$ cat src/rtl/actPkg.sv
// Activation fetch package with loop config field widths and the config struct
package actPkg;

    //==========================================================================
    // Config field widths
    //==========================================================================

    // Row length minus one, also the number of rows in a square block
    localparam int LEN_ROW_WIDTH = 4;
    // Block count and block address stride
    localparam int BLK_WIDTH = 8;
    // Outer loop counts, real values of at least 1
    localparam int FRAME_WIDTH = 4;
    localparam int PATCH_WIDTH = 4;
    localparam int LAYER_WIDTH = 4;

    // Loop config, latched once per run
    typedef struct packed {
        // Activations per row minus one
        logic [LEN_ROW_WIDTH-1:0] lenRow;
        // Buffer address stride between blocks
        logic [BLK_WIDTH-1:0]     depBlk;
        // Blocks per frame
        logic [BLK_WIDTH-1:0]     numBlk;
        // Frames per patch
        logic [FRAME_WIDTH-1:0]   numFrm;
        // Patches per layer
        logic [PATCH_WIDTH-1:0]   numPat;
        // Layers per run
        logic [LAYER_WIDTH-1:0]   numLay;
    } actCfg_t;

endpackage
$ cat src/rtl/actLoopIf.sv
// Loop controller to output stage bus with fetch strobe, buffer address and boundary flags
`timescale 1ns/10ps

interface actLoopIf #(
    parameter int addrWidth = 10
);

    // One-cycle read strobe
    logic                 fetch;
    // Buffer word address for this fetch
    logic [addrWidth-1:0] addr;
    // Row and block boundary flags
    logic                 firstRow;
    logic                 lastRow;
    logic                 lastBlk;
    // Final fetch of the run
    logic                 lastAll;

    // Loop controller side
    modport ctrl (
        output fetch, addr, firstRow, lastRow, lastBlk, lastAll
    );

    // Buffer read side
    modport stream (
        input fetch, addr, firstRow, lastRow, lastBlk, lastAll
    );

endinterface

$ cat src/rtl/actLoopCtrl.sv
// Nested loop controller with activation to layer counters, boundary flags and buffer address
`timescale 1ns/10ps

module actLoopCtrl import actPkg::*; #(
    parameter int addrWidth = 10
) (
    input  logic    clk,
    input  logic    rst_n,
    input  actCfg_t cfg,
    // Registered fetch strobe from the input stage
    input  logic    fetchIn,
    // Zero all counters at an accepted start
    input  logic    clear,
    // Final fetch of the run, back to the input stage
    output logic    lastAll,
    actLoopIf.ctrl  loop
);

    // Loop counters, innermost first
    logic [LEN_ROW_WIDTH-1:0] cntAct;
    logic [LEN_ROW_WIDTH-1:0] cntRow;
    logic [BLK_WIDTH-1:0]     cntBlk;
    logic [FRAME_WIDTH-1:0]   cntFrm;
    logic [PATCH_WIDTH-1:0]   cntPat;
    logic [LAYER_WIDTH-1:0]   cntLay;

    // Running address bases
    logic [addrWidth-1:0] rowBase;
    logic [addrWidth-1:0] blkBase;
    logic [addrWidth-1:0] rowStep;
    logic [addrWidth-1:0] blkStep;

    // Counter at its limit
    logic actEnd, rowEnd, blkEnd, frmEnd, patEnd, layEnd;
    // Loop level completes on this fetch
    logic rowDone, blkDone, frmDone, patDone, layDone;
    logic actFirst;

    //==========================================================================
    // Limit and carry decode
    //==========================================================================

    // Square block, rows per block equal activations per row
    assign actEnd = cntAct == cfg.lenRow;
    assign rowEnd = cntRow == cfg.lenRow;
    // Outer counts are real values
    assign blkEnd = cntBlk == cfg.numBlk - 1'b1;
    assign frmEnd = cntFrm == cfg.numFrm - 1'b1;
    assign patEnd = cntPat == cfg.numPat - 1'b1;
    assign layEnd = cntLay == cfg.numLay - 1'b1;

    // Carry chain
    assign rowDone = actEnd;
    assign blkDone = rowDone & rowEnd;
    assign frmDone = blkDone & blkEnd;
    assign patDone = frmDone & frmEnd;
    assign layDone = patDone & patEnd;
    assign lastAll = layDone & layEnd;

    assign actFirst = cntAct == '0;

    // Strides, wrapped to the buffer size
    assign rowStep = addrWidth'(cfg.lenRow) + addrWidth'(1);
    assign blkStep = addrWidth'(cfg.depBlk);

    //==========================================================================
    // Counters
    //==========================================================================

    always_ff @(posedge clk or negedge rst_n) begin
        if (!rst_n) begin
            cntAct <= '0;
            cntRow <= '0;
            cntBlk <= '0;
            cntFrm <= '0;
            cntPat <= '0;
            cntLay <= '0;
        end else if (clear) begin
            cntAct <= '0;
            cntRow <= '0;
            cntBlk <= '0;
            cntFrm <= '0;
            cntPat <= '0;
            cntLay <= '0;
        end else if (fetchIn) begin
            cntAct <= actEnd ? '0 : cntAct + 1'b1;
            if (rowDone) begin
                cntRow <= rowEnd ? '0 : cntRow + 1'b1;
            end
            if (blkDone) begin
                cntBlk <= blkEnd ? '0 : cntBlk + 1'b1;
            end
            if (frmDone) begin
                cntFrm <= frmEnd ? '0 : cntFrm + 1'b1;
            end
            if (patDone) begin
                cntPat <= patEnd ? '0 : cntPat + 1'b1;
            end
            // All counters back at zero after the final fetch
            if (layDone) begin
                cntLay <= layEnd ? '0 : cntLay + 1'b1;
            end
        end
    end

    // Row base steps per row, block base steps per block
    // Block sequence restarts at every frame
    always_ff @(posedge clk or negedge rst_n) begin
        if (!rst_n) begin
            rowBase <= '0;
            blkBase <= '0;
        end else if (clear) begin
            rowBase <= '0;
            blkBase <= '0;
        end else if (fetchIn) begin
            if (blkDone) begin
                rowBase <= '0;
            end else if (rowDone) begin
                rowBase <= rowBase + rowStep;
            end
            if (frmDone) begin
                blkBase <= '0;
            end else if (blkDone) begin
                blkBase <= blkBase + blkStep;
            end
        end
    end

    // Bus outputs, combinational from the counters
    assign loop.fetch    = fetchIn;
    assign loop.addr     = blkBase + rowBase + addrWidth'(cntAct);
    assign loop.firstRow = actFirst;
    assign loop.lastRow  = actEnd;
    // Last row of the block, taken at its first activation
    assign loop.lastBlk  = rowEnd & actFirst;
    assign loop.lastAll  = lastAll;

endmodule

$ cat src/flat_wrapper.sv
// flat-port wrapper written by rule: the top's interface ports become plain ports
module actLoopCtrl_flat import actPkg::*;
#(
    parameter int addrWidth = 10
)
  (clk, rst_n, cfg, fetchIn, clear, lastAll, loop_fetch, loop_addr, loop_firstRow, loop_lastRow, loop_lastBlk, loop_lastAll);
  actLoopIf #(.addrWidth(addrWidth)) loop_i ();
  input  logic clk;
  input  logic rst_n;
  input  actCfg_t cfg;
  input  logic fetchIn;
  input  logic clear;
  output logic lastAll;
  output wire logic [$bits(loop_i.fetch)-1:0] loop_fetch;
  output wire logic [$bits(loop_i.addr)-1:0] loop_addr;
  output wire logic [$bits(loop_i.firstRow)-1:0] loop_firstRow;
  output wire logic [$bits(loop_i.lastRow)-1:0] loop_lastRow;
  output wire logic [$bits(loop_i.lastBlk)-1:0] loop_lastBlk;
  output wire logic [$bits(loop_i.lastAll)-1:0] loop_lastAll;
  assign loop_fetch = loop_i.fetch;
  assign loop_addr = loop_i.addr;
  assign loop_firstRow = loop_i.firstRow;
  assign loop_lastRow = loop_i.lastRow;
  assign loop_lastBlk = loop_i.lastBlk;
  assign loop_lastAll = loop_i.lastAll;
  actLoopCtrl #(.addrWidth(addrWidth)) u_core (.clk(clk), .rst_n(rst_n), .cfg(cfg), .fetchIn(fetchIn), .clear(clear), .lastAll(lastAll), .loop(loop_i));
endmodule
$ cat config.mk
export PLATFORM = sky130hd
export DESIGN_NAME = actLoopCtrl_flat
export DESIGN_NICKNAME = d
export VERILOG_FILES = /design/src/rtl/actPkg.sv /design/src/rtl/actLoopIf.sv /design/src/rtl/actLoopCtrl.sv /design/src/flat_wrapper.sv
export SDC_FILE = /design/constraint.sdc
export NUM_CORES = 1
export LEC_CHECK = 0
export BUFFER_PORTS_ARGS = -buffer_cell sky130_fd_sc_hd__clkbuf_2
export CORE_MARGIN = 5
export CORE_UTILIZATION = 28
export DETAILED_ROUTE_END_ITERATION = 8
export GPL_TIMING_DRIVEN = 0
export SYNTH_ARGS = -nofsm -noshare
export SYNTH_HDL_FRONTEND = slang
export SYNTH_SLANG_ARGS = --single-unit
$ cat constraint.sdc
create_clock -name clk -period 5.48 [get_ports clk]
set_input_delay 0.274 -clock clk [delete_from_list [all_inputs] [get_ports clk]]
set_output_delay 0.274 -clock clk [all_outputs]
set_load 0.01 [all_outputs]
---- Yosys cells after proc, flatten, opt, wreduce, memory -nomap -nowiden ----
Cells that the tools add are included.
storage, ports and cells
  logic and storage cells ................. 82
  output and inout port bits .............. 16
  bits in registers ....................... 48
  input port bits ......................... 36
operators by class
  reductions and logical operators ........ 16
  bitwise logic cells ..................... 6
  mux-type cells .......................... 31
  add/subtract/negate cells ............... 15
  eq/ne operators ......................... 6
operators with widths
  cell                                                                count
  10-bit 2-to-1 mux                                                   8
  4-bit 2-to-1 mux                                                    19
  8-bit 2-to-1 mux                                                    4
  10-bit adder                                                        2
  4-bit by 1-bit adder with 4-bit output, second input constant       5
  4-bit == test                                                       5
  2-bit AND reduction                                                 7
  2-bit nonzero test                                                  6
  4-bit by 1-bit subtractor with 4-bit output, second input constant  3
  10-bit by 4-bit adder with 10-bit output                            1
  10-bit by 8-bit adder with 10-bit output                            1
  8-bit by 1-bit adder with 8-bit output, second input constant       1
  8-bit == test                                                       1
  8-bit by 1-bit subtractor with 8-bit output, second input constant  1
  1-bit AND                                                           6
  3-bit nonzero test                                                  2
  4-bit by 1-bit adder with 5-bit output, second input constant       1
  4-bit zero test                                                     1

---- Logic depth before layout (Yosys ltp) ----
Gate-level depths: netlist (run 1).
  depth after elaboration ................. 8
  gate-level depth with buffers ........... 12

---- Worst setup path after synthesis (run 1) ----
OpenSTA, ideal clock, no wires.
  kind .................................... register -> output
  start ................................... register u_core.blkBase[1]
  end ..................................... output loop_addr[9]
  required time ........................... 5.206 ns
  path slack .............................. 2.717 ns
  arrival ................................. 2.489 ns
  cell stages (with the launch flop) ...... 11
  cells stage by stage .................... dfrtp_1 fa_1 ha_1 fa_1 a21oi_1 nor2_1 nor2_1 o21bai_1 a21oi_1 o21ai_0 xnor2_1
between the ends
  cells in the longest elaborated chain, start to end .. 2
ends and longest elaborated chain
  element                                   RTL line            RTL
  from (decl)                               actLoopCtrl.sv:29   logic [addrWidth-1:0] blkBase;
  from (signal assigned)                    actLoopCtrl.sv:124  blkBase <= blkBase + blkStep;
  10-bit adder                              actLoopCtrl.sv:131  assign loop.addr = blkBase + rowBase + addrWidth'(cntAct);
  10-bit by 4-bit adder with 10-bit output  actLoopCtrl.sv:131
  to (decl)                                 flat_wrapper.sv:15  output wire logic [$bits(loop_i.addr)-1:0] loop_addr;
Every way passes these cells.

---- Worst setup path in the final report (run 1) ----
Ends and elaborated chain as after synthesis.

==> results of run 1 <==
cell type report:
type / count / area [um^2]
plain buffers: 12 / 55.1
inverters: 26 / 97.6
flip-flops and latches: 48 / 1200
repair buffers: 52 / 275
well taps: 180 / 225
fillers: 1431 / 9170
clock inverters: 3 / 47.5
clock buffers: 5 / 125
multi-input cells: 337 / 2520
metrics by stage:
step / hold slack (ns) / total power, mW
after floorplan: -0.0216 / 0.707
after global placement: 0.523 / 0.824
after detailed placement: 0.530 / 0.838
after CTS: 0.276 / 1.20
after global routing: 0.0241 / 1.26
final: -0.0235 / 1.18
flip-flops by register name (all words and copies together), names as in the netlist:
| name | flops |
|---|---|
| u_core.blkBase | 10 |
| u_core.rowBase | 10 |
| u_core.cntBlk | 8 |
| u_core.cntAct | 4 |
| u_core.cntFrm | 4 |
| u_core.cntLay | 4 |
| u_core.cntPat | 4 |
| u_core.cntRow | 4 |
cell families (layout without fill, tap and decap cells):
group / count (synthesis) / count (layout) / share of synthesized area [%]
simple gates: 130 / 130 / 18.2
flops: 48 / 48 / 31.0
mux: 5 / 5 / 1.29
fa+ha+maj: 45 / 45 / 15.9
buf+inv: 38 / 98 / 3.94
xor+xnor: 68 / 68 / 15.4
compound gates: 89 / 89 / 14.2
how the worst max path moves through the flow:
stage	start	end	slack, ns	cells after the start
6_report	u_core.blkBase[1]$_DFFE_PN0P_	loop_addr[9]	2.02	11
5_1_grt	u_core.cntAct[1]$_DFFE_PN0P_	loop_addr[9]	1.77	11
4_1_cts	u_core.cntAct[1]$_DFFE_PN0P_	loop_addr[9]	1.99	11
3_5_place_dp	u_core.blkBase[1]$_DFFE_PN0P_	loop_addr[9]	2.32	11
3_3_place_gp	u_core.cntAct[1]$_DFFE_PN0P_	loop_addr[9]	2.35	11
2_1_floorplan	u_core.blkBase[1]$_DFFE_PN0P_	loop_addr[9]	2.72	10
power groups by stage:
stage / registers [mW] / logic (mW) / clock network [mW]
2_1_floorplan: 0.419 / 0.288 / 0
3_3_place_gp: 0.431 / 0.393 / 0
3_5_place_dp: 0.433 / 0.405 / 0
4_1_cts: 0.426 / 0.409 / 0.361
5_1_grt: 0.432 / 0.459 / 0.374
6_report: 0.425 / 0.402 / 0.353
cell usage after synthesis (4+ instances only):
master                      n
sky130_fd_sc_hd__dfrtp_1   48
sky130_fd_sc_hd__ha_1      38
sky130_fd_sc_hd__xor2_1    36
sky130_fd_sc_hd__xnor2_1   32
sky130_fd_sc_hd__nor2_1    29
sky130_fd_sc_hd__o21ai_0   29
sky130_fd_sc_hd__inv_1     26
sky130_fd_sc_hd__nand2_1   26
sky130_fd_sc_hd__a21oi_1   24
sky130_fd_sc_hd__nor3_1    19
sky130_fd_sc_hd__nand4_1    9
sky130_fd_sc_hd__clkbuf_1   7
sky130_fd_sc_hd__fa_1       7
sky130_fd_sc_hd__a21o_1     6
sky130_fd_sc_hd__and3_1     6
sky130_fd_sc_hd__nand3_1    6
sky130_fd_sc_hd__o31ai_1    6
sky130_fd_sc_hd__mux2i_1    5
sky130_fd_sc_hd__nand2b_1   5
sky130_fd_sc_hd__a22o_1     4
sky130_fd_sc_hd__nor2b_1    4
sky130_fd_sc_hd__nor4_1     4
sky130_fd_sc_hd__o21bai_1   4
layer usage:
metal	up-vias	global-route usage, %	part of all wire (%)
li1	1607	-	-
met1	1573	14.1	44
met2	38	21.1	52
met3	7	1.76	2.8
met4	0	2.87	1.1
met5	-	0	0
==> qor.csv, run 1 <==
metric,value,unit
outcome,"complete, but fails checks",
violated_checks,hold timing,
postSynthRegisterBits,48,
path_max_fanout,4,
setup.worst_path.end_class,output port,
worstSetupPathType,flop to output port,
std_cell_rows,43,
post_route_cell_area,0.00455,mm^2
die_height,128,um
drtPass1Iterations,4,
synth_area_leader_cell,sky130_fd_sc_hd__dfrtp_1,
synth_flop_cell,sky130_fd_sc_hd__dfrtp_1,
starting_density_of_the_core,28.2,%
floorplan.die_area,0.0163,mm^2
post_synth_edffs,0,
critPathMaxStageDelay,0.51,ns
cts_resized,0,
drive_gt1_share,15.3,%
cts_tree,done,
leakagePower,2.15,nW
vias_per_cell,4.86,
commonest_cells_after_routing_fill_and_taps_aside,"51 x sky130_fd_sc_hd__clkbuf_2, 48 x sky130_fd_sc_hd__dfrtp_1, 38 x sky130_fd_sc_hd__ha_1",
max_cap_violations,0,
synth_sequential_area_ratio,31.0,%
postSynthCellCount,423,
place.port_buffers,51,
critPathLaunchType,flop,
netSwitchingFraction,33.7,%
cts_sinks,48,
final_critical_path_setup_slack,2.02,ns
postRouteAntennaNets,0,
critPathArrivalTime,3.18,ns
ys_top_cells_by_area,"sky130_fd_sc_hd__dfrtp_1 31%, sky130_fd_sc_hd__ha_1 12%, sky130_fd_sc_hd__xor2_1 8.1%",
final_min_period_over_clock_period,63.1,%
finalCoreUtilization,33.1,%
synth_top_area_share,31.0,%
most_common_library_cell_in_the_layout_ignoring_fill_and_taps,sky130_fd_sc_hd__clkbuf_2,
remaining_drc_errors,0,
final_nets,563,
cellPowerDensity,259,mW/mm^2
clock_skew,0.00778,ns
fp.coreArea,0.0137,mm^2
cpMaxStageDelayCell,sky130_fd_sc_hd__fa_1,
power.share.clock,29.9,%
die_width,128,um
antenna_violations_before_repair,0,
detailed_place.area,0.00435,mm^2
postCtsHoldBufs,0,
clock_latency,0.29,ns
timing.hold.ws,-0.0235,ns
grtUsageTotal,11.5,%
cts_setup_buffers,0,
clockRootBuffer,sky130_fd_sc_hd__clkbuf_16,
ff2ff_path_depth,8,
data_required_time_of_the_worst_path,5.21,ns
setup_viol,0,
vdd_ir_drop_max,0.115,mV
synth_area_per_cell,9.16,um^2
drv_slew,0,
place.detailed.instances,654,
globalRouteOverflowTotal,0,
post_layout_nonfiller_instances,663,
r2r-start,u_core.cntRow[1]$_DFFE_PN0P_,
top_level_ports,52,
sequentialPowerShare,36.1,%
post_synth_instance_area,0.00387,mm^2
h-tree-depth,2,
global_route_wire_length_before_repair,15.7,mm
postRouteWirelength,9.04,mm
number_of_global_route_vias_before_repair,3366,
clkSlewWorstSetupHoldPaths,0.07,ns
async_reset_ff_share,100,%
critical-path-top-delay-family,adder cells,
finalSetupTns,0,ns
hpwl,7.42,mm
grt_setup_unrepaired,false,
maximum_number_of_pins_on_one_net_before_global_route_repair,49,
p_int,783,uW
antennaDiodeCount,0,
synthToLayoutAreaGrowth,17.4,%
dr_total_vias,3225,
yosys_warnings,0,
final_hold_viol_count,24,
max_slew_margin,28.3,%
period_minus_slack,3.46,ns
synth.net_count,504,
crit_chain,fa_1 -> ha_1 -> fa_1 -> a21oi_1 -> nor2_1 -> nor2_1 -> o21bai_1 -> a21oi_1 -> o21ai_0 -> xnor2_1 -> clkbuf_2,
hp-class,primary input to asynchronous set/reset pin,
pre_cts_ws,2.32,ns
cts_max_path_buffers,2,
power_switching,397,uW
worstReg2RegEnd,u_core.cntPat[3]$_DFFE_PN0P_,
drt_first_iter_violations,180,
tightestPinTransition,1.07,ns
critPathBufInv,1,
worst-r2r-setup-slack,2.57,ns
max_freq,289,MHz
gp_congestion,0.798,
ys_types,48,
cts_inserted_buffers,5,
wl_per_cell,13.6,um
comb_power_share,34.1,%
(Power assumes the default switching activity.)
==> run 2, diff against run 1 <==
==> constraint.sdc (replaced) <==
create_clock -name clk -period 3.1 [get_ports clk]
set_input_delay 0.155 -clock clk [delete_from_list [all_inputs] [get_ports clk]]
set_output_delay 0.155 -clock clk [all_outputs]
set_load 0.01 [all_outputs]
==> run 2 against run 1 <==
Against the previous run:
- the flow now finishes without violations
- count of clock-buffer cells in the layout stayed put
- via count is 1.7% higher
- combinational power is 84% higher
- global-route usage hardly changed
- total power is 79% higher
- utilization is 0.87 points higher
- clock power is 77% higher
- routed wire length is 1.6% higher
- first-iteration DRC count is 12% lower
- register-to-register slack worse by 2.3 ns
- worst setup slack worse by 1.9 ns
- highest routed layer unchanged
- critical path depth stayed put
==> qor.csv, run 2 (synthesis results as in run 1) <==
metric,value,unit,change
worstSetupPathType,flop to output port,,unchanged
clockRootBuffer,sky130_fd_sc_hd__clkbuf_16,,unchanged
critPathLaunchType,flop,,unchanged
die_width,128,um,unchanged
max_cap_violations,0,,unchanged
remaining_drc_errors,0,,unchanged
timing.hold.worst_path_depth,3,,
pre_cts_ws,0.0572,ns,was 2.32 ns
floorplan.die_area,0.0163,mm^2,unchanged
die_height,128,um,unchanged
grtUsageTotal,11.6,%,was 11.5%
grt_setup_unrepaired,true,,was false
tightestPinTransition,1.05,ns,was 1.07 ns
finalCoreUtilization,34.0,%,was 33.1%
max_slew_margin,29.4,%,was 28.3%
postRouteAntennaNets,0,,unchanged
std_cell_rows,43,,unchanged
number_of_global_route_vias_before_repair,3374,,was 3366
maximum_number_of_pins_on_one_net_before_global_route_repair,49,,unchanged
cts_sinks,48,,unchanged
netSwitchingFraction,33.8,%,was 33.7%
final_hold_viol_count,0,,was 24
min_to,u_core.blkBase[0]$_DFFE_PN0P_,,
finalSetupTns,0,ns,unchanged
vdd_ir_drop_max,0.203,mV,was 0.115 mV
place.port_buffers,51,,unchanged
drv_slew,0,,unchanged
final_nets,572,,was 563
p_int,1.40,mW,was 783 uW
max_freq,332,MHz,
hp-class,primary input to flop,,was primary input to asynchronous set/reset pin
dr_total_vias,3280,,was 3225
cts_tree,done,,unchanged
layout_top_registers,"u_core.blkBase x10, u_core.rowBase x10, u_core.cntBlk x8",,unchanged
setup.worst_path.end_class,output port,,unchanged
fillCellCount,1420,,was 1431
drtPass1Iterations,4,,unchanged
setup_viol,0,,unchanged
worst-r2r-setup-slack,0.28,ns,was 2.57 ns
h-tree-depth,2,,unchanged
critPathMaxStageDelay,0.49,ns,was 0.51 ns
wl_per_cell,13.7,um,was 13.6 um
post_layout_nonfiller_instances,672,,was 663
vias_per_cell,4.88,,was 4.86
place.detailed.instances,654,,unchanged
clock_skew,0.00856,ns,was 0.00778 ns
commonest_cells_after_routing_fill_and_taps_aside,"50 x sky130_fd_sc_hd__clkbuf_2, 44 x sky130_fd_sc_hd__dfrtp_1, 37 x sky130_fd_sc_hd__ha_1",,"was 51 x sky130_fd_sc_hd__clkbuf_2, 48 x sky130_fd_sc_hd__dfrtp_1, 38 x sky130_fd_sc_hd__ha_1"
period_minus_slack,3.01,ns,
gp_congestion,0.798,,unchanged
path_max_fanout,3,,was 4
critPathArrivalTime,2.86,ns,was 3.18 ns
antenna_violations_before_repair,0,,unchanged
globalRouteOverflowTotal,0,,unchanged
crit_chain,fa_1 -> ha_2 -> fa_2 -> a21oi_2 -> nor2_1 -> nor2_1 -> o21bai_1 -> a21oi_2 -> o21ai_2 -> xnor2_2 -> buf_2,,was fa_1 -> ha_1 -> fa_1 -> a21oi_1 -> nor2_1 -> nor2_1 -> o21bai_1 -> a21oi_1 -> o21ai_0 -> xnor2_1 -> clkbuf_2
top_level_ports,52,,unchanged
data_required_time_of_the_worst_path,2.94,ns,was 5.21 ns
drive_gt1_share,18.9,%,was 15.3%
cpMaxStageDelayCell,sky130_fd_sc_hd__fa_1,,unchanged
antennaDiodeCount,0,,unchanged
final_critical_path_setup_slack,0.0889,ns,was 2.02 ns
ff2ff_path_depth,8,,unchanged
most_common_library_cell_in_the_layout_ignoring_fill_and_taps,sky130_fd_sc_hd__clkbuf_2,,unchanged
r2r-start,u_core.cntRow[1]$_DFFE_PN0P_,,unchanged
power.share.clock,29.5,%,was 29.9%
worst_hold_startpoint,cfg[20],,
cts_inserted_buffers,5,,unchanged
sequentialPowerShare,35.5,%,was 36.1%
postRouteWirelength,9.19,mm,was 9.04 mm
drt_first_iter_violations,158,,was 180
global_route_wire_length_before_repair,15.7,mm,about the same
comb_power_share,35.0,%,was 34.1%
cts_max_path_buffers,2,,unchanged
fp.coreArea,0.0137,mm^2,unchanged
power_switching,714,uW,was 397 uW
worstReg2RegEnd,u_core.cntPat[2]$_DFFE_PN0P_,,was u_core.cntPat[3]$_DFFE_PN0P_
starting_density_of_the_core,28.2,%,unchanged
cellPowerDensity,453,mW/mm^2,was 259 mW/mm^2
hpwl,7.42,mm,unchanged
final_min_period_over_clock_period,97.1,%,
leakagePower,2.22,nW,was 2.15 nW
outcome,"finished, final reports clean",,"was complete, but fails checks"
clkSlewWorstSetupHoldPaths,0.07,ns,about the same
clock_latency,0.29,ns,about the same
synthToLayoutAreaGrowth,20.4,%,was 17.4%
[run 2: changes by cell type in the layout (fill, tap and decap cells not counted), moves of 2 or more]
| cell | previous run | this run |
|---|---|---|
| sky130_fd_sc_hd__a21oi_1 | 24 | 22 |
| sky130_fd_sc_hd__buf_4 | 2 | 10 |
| sky130_fd_sc_hd__dfrtp_1 | 48 | 44 |
| sky130_fd_sc_hd__a21oi_2 | 0 | 2 |
| sky130_fd_sc_hd__dfrtp_2 | 0 | 4 |
[run 2: stage by stage]
| stage | area [um^2] | hold WS [ns] | power [mW] |
|---|---|---|---|
| 6_report | 4670 | 0.226 | 2.11 |
| 5_1_grt | 4670 | 0.241 | 2.26 |
| 4_1_cts | 4570 | 0.157 | 2.13 |
| 3_5_place_dp | 4350 | 0.474 | 1.48 |
| 3_3_place_gp | 4350 | 0.476 | 1.46 |
| 2_1_floorplan | 3870 | -0.141 | 1.25 |
[run 2: power groups by stage]
stage	logic [mW]	clock network [mW]	registers, mW
global route	0.843	0.661	0.761
detailed placement	0.716	0	0.765
global placement	0.694	0	0.762
floorplan	0.509	0	0.741
finish	0.739	0.624	0.750
CTS	0.741	0.639	0.751
[run 2: layout make-up]
type                       instances  area [um^2]  area share [%]
multi-input combinational        337         2560            54.9
sequential                        48         1210            25.9
timing repair buffer              61          345            7.40
tap                              180          225            4.83
clock buffer                       5          125            2.68
inverter                          26         97.6            2.09
buffer                            12         55.1            1.18
clock inverter                     3         47.5            1.02
[run 2: worst max-delay path by stage]
stage / slack (ns) / end / from
2_1_floorplan: 0.46 / loop_addr[9] / u_core.blkBase[1]$_DFFE_PN0P_
3_3_place_gp: 0.09 / loop_addr[9] / u_core.cntAct[1]$_DFFE_PN0P_
3_5_place_dp: 0.06 / loop_addr[9] / u_core.blkBase[1]$_DFFE_PN0P_
4_1_cts: 0.004 / loop_lastAll / u_core.cntRow[1]$_DFFE_PN0P_
5_1_grt: -0.07 / loop_addr[9] / u_core.rowBase[1]$_DFFE_PN0P_
6_report: 0.09 / loop_addr[9] / u_core.rowBase[1]$_DFFE_PN0P_
[run 2: critical path, delay by kind of cell (launching register included)]
family / cells / cell delay [ns]
flip-flops: 1 / 0.43
buffers and inverters: 1 / 0.16
adder cells (fa/ha/maj): 3 / 1.06
AO/OA/AOI/OAI: 4 / 0.52
XOR/XNOR: 1 / 0.20
AND/OR/NAND/NOR: 2 / 0.17
[run 2: metal layers]
| metal | up-vias | GRT usage [%] | wire length (um) |
|---|---|---|---|
| li1 | 1626 | - | - |
| met1 | 1612 | 14.1 | 4000 |
| met2 | 35 | 21.2 | 4860 |
| met3 | 7 | 1.76 | 228 |
| met4 | 0 | 2.87 | 101 |
| met5 | - | 0 | 0 |
[run 2: timing repair]
action / in CTS / in global routing
gates resized for setup: 7 / 8
setup buffers: 3 / 5
pin swaps: 3 / 12
setup endpoints to repair: 4 / 4
hold buffers: 0 / 1
endpoints found under the hold margin: 0 / 24
